## src/design/mac_tx_consts.svh

```systemverilog
`ifndef MAC_TX_CONSTS_SVH
`define MAC_TX_CONSTS_SVH

// field lengths in bytes
`define PREAMBLE_LEN    (7)
`define MAC_ADDR_LEN    (6)
`define LEN_FIELD_LEN   (2)
`define MIN_PAYLOAD_LEN (46)
`define FCS_LEN         (4)
`define IFG_LEN         (12)

// fixed frame bytes
`define PREAMBLE_BYTE   (8'h55)
`define SFD_BYTE        (8'hD5)

// crc start value and final inversion
`define CRC_SEED        (32'hFFFF_FFFF)
`define CRC_XOR_OUT     (32'hFFFF_FFFF)

`endif

```

## src/design/eth_frame_pkg.sv

```systemverilog
package eth_frame_pkg;

    ////////////////////
    // link level types
    ////////////////////

    // one octet on any byte link
    typedef logic [7:0] eth_byte_t;

    // element 0 is the first octet on the wire
    typedef eth_byte_t [0:5] mac_addr_t;

    // role of a byte between framer and fcs stage
    typedef enum logic [2:0] {
        KIND_PREAMBLE,
        KIND_SFD,
        // both addresses and the length/type field
        KIND_HEADER,
        KIND_PAYLOAD,
        KIND_PAD
    } byte_kind_e;

    // payload byte counter, sized for jumbo frames
    typedef logic [15:0] payload_cnt_t;

endpackage

```

## src/design/crc32_pkg.sv

```systemverilog
package crc32_pkg;

    import eth_frame_pkg::*;

    ////////////////////
    // crc-32 word
    ////////////////////

    // reflected form of 0x04C11DB7
    localparam logic [31:0] CRC32_POLY_REFL = 32'hEDB8_8320;

    // running crc seen as one word or as four octets
    // octets[0] is the first fcs byte on the wire
    typedef union packed {
        logic [31:0]     value;
        eth_byte_t [3:0] octets;
    } crc_word_u;

    ////////////////////
    // byte update
    ////////////////////

    // one data byte into the crc, lsb first
    function automatic logic [31:0] crc32_next(input logic [31:0] crc, input eth_byte_t data);
        logic [31:0] c;
        c = crc ^ {24'h00_0000, data};
        for (int i = 0; i < 8; i++) begin
            if (c[0]) begin
                c = (c >> 1) ^ CRC32_POLY_REFL;
            end else begin
                c = c >> 1;
            end
        end
        return c;
    endfunction

endpackage

```

## src/design/frame_link_if.sv

```systemverilog
`timescale 1ns/10ps

// byte link from the framer to the fcs stage, no back-pressure
interface frame_link_if import eth_frame_pkg::*; ();

    logic       valid;
    eth_byte_t  data;
    byte_kind_e kind;
    // final non-fcs byte of a frame
    logic       last;
    // only set together with last
    logic       abort;

    modport src (
        output valid,
        output data,
        output kind,
        output last,
        output abort
    );

    modport dst (
        input valid,
        input data,
        input kind,
        input last,
        input abort
    );

endinterface

```

## src/design/mac_tx.sv

```systemverilog
`timescale 1ns/10ps

module mac_tx import eth_frame_pkg::*; #(
    parameter mac_addr_t SRC_MAC = 48'h02DE_ADBE_EF01,
    parameter mac_addr_t DST_MAC = 48'hFFFF_FFFF_FFFF
) (
    input  logic      clk,
    input  logic      resetn,

    // user byte stream
    input  logic      tx_valid,
    input  logic      tx_last,
    input  eth_byte_t tx_data,
    output logic      tx_ready,

    // gmii transmit pins
    output eth_byte_t gmii_txd,
    output logic      gmii_tx_en,
    output logic      gmii_tx_er
);

    frame_link_if link ();

    // stage one: frame sequencing
    tx_framer #(
        .SRC_MAC (SRC_MAC),
        .DST_MAC (DST_MAC)
    ) u_tx_framer (
        .clk      (clk),
        .resetn   (resetn),
        .tx_valid (tx_valid),
        .tx_last  (tx_last),
        .tx_data  (tx_data),
        .tx_ready (tx_ready),
        .link     (link.src)
    );

    // stage two: crc and gmii register
    tx_fcs u_tx_fcs (
        .clk        (clk),
        .resetn     (resetn),
        .link       (link.dst),
        .gmii_txd   (gmii_txd),
        .gmii_tx_en (gmii_tx_en),
        .gmii_tx_er (gmii_tx_er)
    );

endmodule

```

## src/design/tx_fcs.sv

```systemverilog
`timescale 1ns/10ps

`include "mac_tx_consts.svh"

module tx_fcs import eth_frame_pkg::*, crc32_pkg::*; (
    input  logic      clk,
    input  logic      resetn,

    frame_link_if.dst link,

    output eth_byte_t gmii_txd,
    output logic      gmii_tx_en,
    output logic      gmii_tx_er
);

    crc_word_u  crc_q;
    crc_word_u  fcs_word;
    eth_byte_t  fcs_byte;
    logic [1:0] fcs_cnt;
    logic       fcs_active;

    ////////////////////
    // crc accumulation
    ////////////////////

    always_ff @(posedge clk) begin
        if (link.valid) begin
            if (link.kind == KIND_SFD) begin
                crc_q.value <= `CRC_SEED;
            end else if (link.kind inside {KIND_HEADER, KIND_PAYLOAD, KIND_PAD}) begin
                crc_q.value <= crc32_next(crc_q.value, link.data);
            end
        end
    end

    // inverted crc, picked octet by octet
    always_comb begin
        fcs_word.value = crc_q.value ^ `CRC_XOR_OUT;
        fcs_byte       = fcs_word.octets[fcs_cnt];
    end

    ////////////////////
    // gmii output
    ////////////////////

    always_ff @(posedge clk) begin
        if (!resetn) begin
            gmii_txd   <= '0;
            gmii_tx_en <= 1'b0;
            gmii_tx_er <= 1'b0;
            fcs_active <= 1'b0;
            fcs_cnt    <= '0;
        end else if (link.valid) begin
            gmii_txd   <= link.data;
            gmii_tx_en <= 1'b1;
            gmii_tx_er <= link.abort;
            // aborted frames get no fcs
            fcs_active <= link.last && !link.abort;
            fcs_cnt    <= '0;
        end else if (fcs_active) begin
            gmii_txd   <= fcs_byte;
            gmii_tx_en <= 1'b1;
            gmii_tx_er <= 1'b0;
            fcs_cnt    <= fcs_cnt + 2'd1;
            if (fcs_cnt == 2'(`FCS_LEN - 1)) begin
                fcs_active <= 1'b0;
            end
        end else begin
            gmii_txd   <= '0;
            gmii_tx_en <= 1'b0;
            gmii_tx_er <= 1'b0;
        end
    end

endmodule

```

## src/design/tx_framer.sv

```systemverilog
`timescale 1ns/10ps

`include "mac_tx_consts.svh"

module tx_framer import eth_frame_pkg::*; #(
    parameter mac_addr_t SRC_MAC = 48'h02DE_ADBE_EF01,
    parameter mac_addr_t DST_MAC = 48'hFFFF_FFFF_FFFF
) (
    input  logic      clk,
    input  logic      resetn,

    input  logic      tx_valid,
    input  logic      tx_last,
    input  eth_byte_t tx_data,
    output logic      tx_ready,

    frame_link_if.src link
);

    // link stays quiet while fcs goes out, then the gap itself
    localparam int GAP_LEN = `FCS_LEN + `IFG_LEN;
    localparam int GAP_W   = $clog2(GAP_LEN);

    typedef enum logic [3:0] {
        ST_IDLE,
        ST_PREAMBLE,
        ST_SFD,
        ST_DST,
        ST_SRC,
        ST_LENGTH,
        ST_PAYLOAD,
        ST_PAD,
        ST_GAP
    } framer_state_e;

    framer_state_e state_q, state_d;
    logic [2:0]       idx_q, idx_d;
    payload_cnt_t     pay_cnt_q, pay_cnt_d;
    logic [GAP_W-1:0] gap_cnt_q, gap_cnt_d;

    // next link byte
    logic       nxt_valid;
    eth_byte_t  nxt_data;
    byte_kind_e nxt_kind;
    logic       nxt_last;
    logic       nxt_abort;

    ////////////////////
    // sequencing
    ////////////////////

    always_comb begin
        state_d   = state_q;
        idx_d     = idx_q;
        pay_cnt_d = pay_cnt_q;
        gap_cnt_d = '0;
        tx_ready  = 1'b0;
        nxt_valid = 1'b0;
        nxt_data  = '0;
        nxt_kind  = KIND_HEADER;
        nxt_last  = 1'b0;
        nxt_abort = 1'b0;

        case (state_q)
            ST_IDLE: begin
                idx_d = '0;
                if (tx_valid) begin
                    state_d = ST_PREAMBLE;
                end
            end
            ST_PREAMBLE: begin
                nxt_valid = 1'b1;
                nxt_data  = `PREAMBLE_BYTE;
                nxt_kind  = KIND_PREAMBLE;
                if (idx_q == 3'(`PREAMBLE_LEN - 1)) begin
                    idx_d   = '0;
                    state_d = ST_SFD;
                end else begin
                    idx_d = idx_q + 3'd1;
                end
            end
            ST_SFD: begin
                nxt_valid = 1'b1;
                nxt_data  = `SFD_BYTE;
                nxt_kind  = KIND_SFD;
                idx_d     = '0;
                state_d   = ST_DST;
            end
            ST_DST, ST_SRC: begin
                nxt_valid = 1'b1;
                nxt_data  = (state_q == ST_DST) ? DST_MAC[idx_q] : SRC_MAC[idx_q];
                if (idx_q == 3'(`MAC_ADDR_LEN - 1)) begin
                    idx_d   = '0;
                    state_d = (state_q == ST_DST) ? ST_SRC : ST_LENGTH;
                end else begin
                    idx_d = idx_q + 3'd1;
                end
            end
            ST_LENGTH: begin
                tx_ready  = 1'b1;
                nxt_valid = 1'b1;
                nxt_data  = tx_data;
                pay_cnt_d = '0;
                if (idx_q == 3'(`LEN_FIELD_LEN - 1)) begin
                    idx_d = '0;
                    // no payload at all, go straight to padding
                    state_d = tx_last ? ST_PAD : ST_PAYLOAD;
                end else begin
                    idx_d = idx_q + 3'd1;
                end
            end
            ST_PAYLOAD: begin
                tx_ready  = 1'b1;
                nxt_valid = 1'b1;
                nxt_data  = tx_data;
                nxt_kind  = KIND_PAYLOAD;
                pay_cnt_d = pay_cnt_q + 1'b1;
                if (tx_last) begin
                    if (pay_cnt_q < payload_cnt_t'(`MIN_PAYLOAD_LEN - 1)) begin
                        state_d = ST_PAD;
                    end else begin
                        nxt_last = 1'b1;
                        state_d  = ST_GAP;
                    end
                end
            end
            ST_PAD: begin
                nxt_valid = 1'b1;
                nxt_kind  = KIND_PAD;
                pay_cnt_d = pay_cnt_q + 1'b1;
                if (pay_cnt_q == payload_cnt_t'(`MIN_PAYLOAD_LEN - 1)) begin
                    nxt_last = 1'b1;
                    state_d  = ST_GAP;
                end
            end
            ST_GAP: begin
                idx_d     = '0;
                gap_cnt_d = gap_cnt_q + 1'b1;
                if (gap_cnt_q == GAP_W'(GAP_LEN - 1)) begin
                    gap_cnt_d = '0;
                    state_d   = tx_valid ? ST_PREAMBLE : ST_IDLE;
                end
            end
            default: begin
                state_d = ST_IDLE;
            end
        endcase

        // underrun: user dropped valid before the last byte
        if (!tx_valid && state_q inside {ST_PREAMBLE, ST_SFD, ST_DST, ST_SRC,
                                         ST_LENGTH, ST_PAYLOAD}) begin
            if (state_q == ST_PAYLOAD) begin
                nxt_kind = KIND_PAYLOAD;
            end else begin
                nxt_kind = KIND_HEADER;
            end
            // nothing valid on tx_data here
            if (state_q inside {ST_LENGTH, ST_PAYLOAD}) begin
                nxt_data = '0;
            end
            nxt_last  = 1'b1;
            nxt_abort = 1'b1;
            gap_cnt_d = '0;
            state_d   = ST_GAP;
        end
    end

    ////////////////////
    // registers
    ////////////////////

    always_ff @(posedge clk) begin
        if (!resetn) begin
            state_q    <= ST_IDLE;
            idx_q      <= '0;
            pay_cnt_q  <= '0;
            gap_cnt_q  <= '0;
            link.valid <= 1'b0;
            link.last  <= 1'b0;
            link.abort <= 1'b0;
        end else begin
            state_q    <= state_d;
            idx_q      <= idx_d;
            pay_cnt_q  <= pay_cnt_d;
            gap_cnt_q  <= gap_cnt_d;
            link.valid <= nxt_valid;
            link.last  <= nxt_last;
            link.abort <= nxt_abort;
        end
    end

    // byte payload of the link
    always_ff @(posedge clk) begin
        link.data <= nxt_data;
        link.kind <= nxt_kind;
    end

endmodule

```

## config.mk

```make
export PLATFORM = sky130hd
export DESIGN_NAME = mac_tx
export DESIGN_NICKNAME = d
export VERILOG_FILES = /design/src/design/eth_frame_pkg.sv /design/src/design/crc32_pkg.sv /design/src/design/frame_link_if.sv /design/src/design/mac_tx.sv /design/src/design/tx_fcs.sv /design/src/design/tx_framer.sv
export VERILOG_INCLUDE_DIRS = /design/src /design/src/design
export SDC_FILE = /design/constraint.sdc
export NUM_CORES = 1
export LEC_CHECK = 0
export BUFFER_PORTS_ARGS = -buffer_cell sky130_fd_sc_hd__buf_2
export CAP_MARGIN = 20
export CORE_UTILIZATION = 35
export DETAILED_ROUTE_END_ITERATION = 16
export PLACE_DENSITY_LB_ADDON = 0.2
export SYNTH_ARGS = -nofsm -noshare
export SYNTH_HDL_FRONTEND = slang
export SYNTH_HIERARCHICAL = 1
export SYNTH_SLANG_ARGS = --single-unit
```

## constraint.sdc

```tcl
create_clock -name clk -period 3.4 [get_ports clk]
set_clock_uncertainty 0.1 [all_clocks]
set_input_delay 1.02 -clock clk [delete_from_list [all_inputs] [get_ports clk]]
set_output_delay 1.02 -clock clk [all_outputs]
set_load 0.01 [all_outputs]
```

After elaboration in Yosys (flattened, before gate mapping)
Memory sizes are Yosys's and may differ from the RTL's.
Cells that the tools add are included.

storage, ports and cells
  word-level logic and storage cells = 169
  memory bits (writable) = 0
  latch bits = 0
  bits in read-only memories = 128
  register bits after elaboration = 86
  memories = 2

memory list
  memory            depth  bits a word  read ports  clocked after memory_dff  wr ports  RTL line         text
  (name not given)  8      8            1           0                         0         tx_framer.sv:91  nxt_data = (state_q == ST_DST) ? DST_MAC[idx_q] : SRC_MAC[idx_q];
  (name not given)  8      8            1           0                         0         tx_framer.sv:91

operators by class
  shift-type cells = 0
  muxes and demuxes = 76
  divide/modulo/power cells = 0
  add/sub/neg operators = 4
  eq/ne operators = 32
  order comparisons = 3
  reduce and logical (&&, ||, !) cells = 23
  bitwise operators = 13
  $mul = 0

operators with widths
  cell                   number
  $mux 32                30
  $not 13->14            8
  $mux 8                 10
  $mux 4                 9
  $not 32->32            1
  $pmux 16 s2            1
  $pmux 4 s8             1
  $pmux 8 s4             1
  $xor 32x8->32          1
  $pmux 3 s4             2
  $add 16x1->16 const B  1
  $bmux 8 s2             1
  $eq 16x6->1 const B    1
  $eq 4x3->1 const B     4
  $lt 16x6->1 const B    1
  $mux 1                 16
  $reduce_and 7->1       2
  $mux 3                 4
  $ne 2x1->1 const B     5
  $reduce_or 2->1        5
  $eq 3x3->1 const B     3
  $ne 3x1->1 const B     3
  $ne 3x2->1 const B     3
  $eq 4x2->1 const B     2
  other kinds (26)       36

Logic depth before layout (Yosys ltp)
  depth in word-level cells = 39
  gate-level depth with buffers = 7

Modules after synthesis
The synthesis kept the hierarchy.

modules (own cells, without submodules)
  module     area an instance (µm²)  cells each  seq. area each (µm²)  times used
  tx_fcs     2762.6                  200         1221.2                1
  tx_framer  2179.6                  270         820.8                 1

Worst setup path before layout
Ideal clock, no wire load.

  kind = flip-flop to output port
  start = reg u_tx_framer.state_q[1]
  end = out tx_ready
  stages on the path, launching flop included = 4
  data arrival time = 1.117 ns
  required time = 2.280 ns
  path slack = 1.163 ns
  cells stage by stage = dfxtp_1 clkbuf_1 nand2b_1 a21oi_1

on the way
  cells in the longest elaborated chain, start to end = 3
  elaborated cells on any way between the ends = 4

ends and longest elaborated chain
  element                        RTL line          text
  start, declared                tx_framer.sv:36   framer_state_e state_q, state_d;
  start signal, assigned         tx_framer.sv:182  state_q <= state_d;
  $eq 4x3->1                     tx_framer.sv:64   case (state_q)
  $reduce_or 2->1 (no line) (*)  n/a
  $mux 1 (*)                     tx_framer.sv:64
  end, declared                  mac_tx.sv:14      output logic tx_ready,

Mark *: on every way between the ends. The rest lies on a longest branch, timed or not.

Final worst setup path
  start = reg u_tx_framer.state_q[0]
  end = out tx_ready

Same word-level chain as after synthesis.

==> flow_metrics.env <==
export IMPL_routed_wl_mm=11.0
export IMPL_yosys_warnings=6
export IMPL_die_w_um=121
export IMPL_slew_headroom_pct=49.3
export IMPL_drtIter0Drc=187
export IMPL_outcome="finished, final reports clean"
export IMPL_final_cells=670
export IMPL_antenna_cells=0
export IMPL_nets=502
export IMPL_syn_cell_area_sq_um=4940
export IMPL_wl_per_cell_um=16.4
export IMPL_cts_resized=0
export IMPL_critPathMaxFanout=20
export IMPL_synth_seq_area_share_pct=41.3
export IMPL_seqPwrFrac_pct=30.5
export IMPL_dp_cells=654
export IMPL_track_usage_pct=15.9
export IMPL_die_h_um=121
export IMPL_leakagePower_nw=2.19
export IMPL_grt_first_pass_wirelength_mm=17.7
export IMPL_swShare_pct=34.2
export IMPL_portBuffers=22
export IMPL_timing_final_max_slew_violations=0
export IMPL_synth_area_leaders="dfxtp_1, edfxtp_1, xnor3_1"
export IMPL_vias=3421
export IMPL_syn_area_per_cell_sq_um=10.5
export IMPL_cts_buffer_depth=2
export IMPL_yosysMostFrequentCell="nand2_1"
export IMPL_clock_power_share_pct=16.3
export IMPL_tightest_slew_ps=757
export IMPL_cp_end_kind="output port"
export IMPL_antenna_found_initial=0
export IMPL_async_flop_share_pct=0
export IMPL_fin_crit_ps=3050
export IMPL_io_pins=23
export IMPL_design_area_sq_um=5540
export IMPL_layout_drive_gt1_share_pct=14.5
export IMPL_drtAntennaViolNets=0
export IMPL_numCtsBuffers=9
export IMPL_ctsHoldBuffers=0
export IMPL_synth_edff_count=32
export IMPL_clk_latency_ps=340
export IMPL_synth_flop_cell="dfxtp_1"
export IMPL_min_period_over_period_pct=89.8
export IMPL_place_area_sq_um=5230
export IMPL_r2r_cells=4
export IMPL_cts_clk_slew_worst_paths_ps=60
export IMPL_finalSetupViolations=0
export IMPL_cts_sinks=86
export IMPL_powerDensity_nw_per_um2=1130
export IMPL_syn_num_nets=487
export IMPL_route_detailed_drc=0
export IMPL_viasPerCell=5.11
export IMPL_hold_depth=1
export IMPL_grt_max_degree=33
export IMPL_fmax_mhz=328
export IMPL_critical_path_required_ps=2280
export IMPL_globalRoute_totalOverflow=0
export IMPL_worst_endpoint_arrival_ps=1930
export IMPL_maxCapViolations=0
export IMPL_grt_pass1_vias=3259
export IMPL_ys_types=64
export IMPL_synthCells=470
export IMPL_yosys_top_cells_count="nand2_1, dfxtp_1, nor2_1"
export IMPL_fp_row_count=43
export IMPL_dieArea_sq_um=14600
export IMPL_core_area_sq_um=13800
export IMPL_cts_tree="done"
export IMPL_start_kind="register"
export IMPL_area_growth_pct=12.1
export IMPL_switchingPower_mw=2.14
export IMPL_hold_viol_final=0
export IMPL_postCtsSetupBuffers=0
export IMPL_root_buffer="clkbuf_16"
export IMPL_gp_congestion=0.832
export IMPL_power_frac_comb_pct=53.1
export IMPL_synth_top_area_share_pct=21.9
export IMPL_rsz0062_at_grt="no"
export IMPL_synth_area_leader_cell="dfxtp_1"
export IMPL_initial_utilization_pct=35.7
export IMPL_ys_ff_latch=86
export IMPL_firstDrtPassIters=4
export IMPL_hold_class="reg -> reg"
export IMPL_peakVddDrop_v=0.000384
export IMPL_cts_htree_levels=3
export IMPL_finalSetupTns_ps=0
export IMPL_crit_type="reg -> out"
export IMPL_dpl_hpwl_mm=7.50
export IMPL_p_int_mw=4.12
==> per-layer routing <==
layer,up-vias,global-route usage (%),wire length (um),part of all wire (%)
li1,1666,-,-,-
met1,1667,21.1,5300,48
met2,76,25.7,5140,47
met3,12,2.64,380,3.5
met4,0,6.56,176,1.6
met5,-,0,0,0
==> metrics by stage <==
stage	hold WS, ps	setup slack [ps]	power [mW]	util (%)
finish	362	348	6.26	40.1
global placement	334	818	5.21	37.8
detailed placement	358	748	5.26	37.8
floorplan	318	1160	4.67	-
global route	392	221	6.67	40.1
CTS	370	364	6.32	40.1
==> power by group through the flow <==
stage | logic (mW) | clock network, mW | registers, mW
after floorplan | 2.85 | 0 | 1.82
after global placement | 3.27 | 0 | 1.93
after detailed placement | 3.32 | 0 | 1.94
after CTS | 3.35 | 1.05 | 1.91
after global routing | 3.63 | 1.09 | 1.95
final | 3.33 | 1.02 | 1.91
==> critical path, cell delays in order (launching register included) <==
cell and delay [ps]:
dfxtp_1 750, nand2b_1 310, a21oi_1 340, buf_2 190
==> area by class of cell <==
cell class	instances	area, sq um
Clock buffer	11	254
Clock inverter	5	55.1
Fill cell	1321	8290
Inverter	11	41.3
Multi-Input combinational cell	349	2770
Sequential cell	86	2040
Tap cell	180	225
Timing Repair Buffer	28	155
==> registers in the layout, summed over array words and instances (netlist names) <==
| name | count |
|---|---|
| u_tx_framer/link.data | 8 |
| u_tx_framer/pay_cnt_q | 16 |
| u_tx_framer/link.abort | 1 |
| u_tx_fcs/gmii_txd | 8 |
| u_tx_framer/link.kind | 3 |
| u_tx_framer/idx_q | 3 |
| u_tx_framer/gap_cnt_q | 4 |
| u_tx_fcs/gmii_tx_en | 1 |
| u_tx_fcs/fcs_cnt | 2 |
| u_tx_fcs/fcs_active | 1 |
| u_tx_framer/state_q | 4 |
| u_tx_framer/link.valid | 1 |
| u_tx_fcs/crc_q | 32 |
| u_tx_fcs/gmii_tx_er | 1 |
| u_tx_framer/link.last | 1 |
==> logic make-up (layout without fill, tap and decap cells) <==
group / count (synthesis) / after routing / share of synthesized area [%]
DFF: 86 / 86 / 41.3
xor gates and xnor gates: 80 / 80 / 22.2
buffers and inverters: 35 / 55 / 2.66
AOI/OAI and AO/OA: 73 / 73 / 9.60
and+or+nand+nor: 176 / 176 / 17.8
adders and majority gates: 6 / 6 / 1.47
muxes: 14 / 14 / 4.96
==> cell usage in the layout, fill, tap and decap left out, types with 5 or more instances in the layout <==
cell type,n
a21oi_1,12
and2_1,16
and3_1,9
buf_2,22
buf_4,6
clkbuf_16,10
dfxtp_1,54
edfxtp_1,32
ha_1,5
inv_1,11
mux2i_1,5
mux4_2,7
nand2_1,61
nand2b_1,8
nand3_1,11
nor2_1,35
nor2b_1,6
nor3_1,5
nor4_1,5
o21a_1,5
o21ai_0,29
xnor2_1,29
xnor3_1,14
xor2_1,23
==> final timing paths <==
path,start,end,slack [ps]
worst max-delay path,u_tx_framer/state_q[0],tx_ready,350
worst min-delay path,u_tx_framer/gap_cnt_q[0],u_tx_framer/gap_cnt_q[0],360
worst min register to register,u_tx_framer/gap_cnt_q[0],u_tx_framer/gap_cnt_q[0],360
worst max register to register,u_tx_framer/state_q[0],u_tx_framer/pay_cnt_q[13],950
Power figures use the tool's default switching activity.
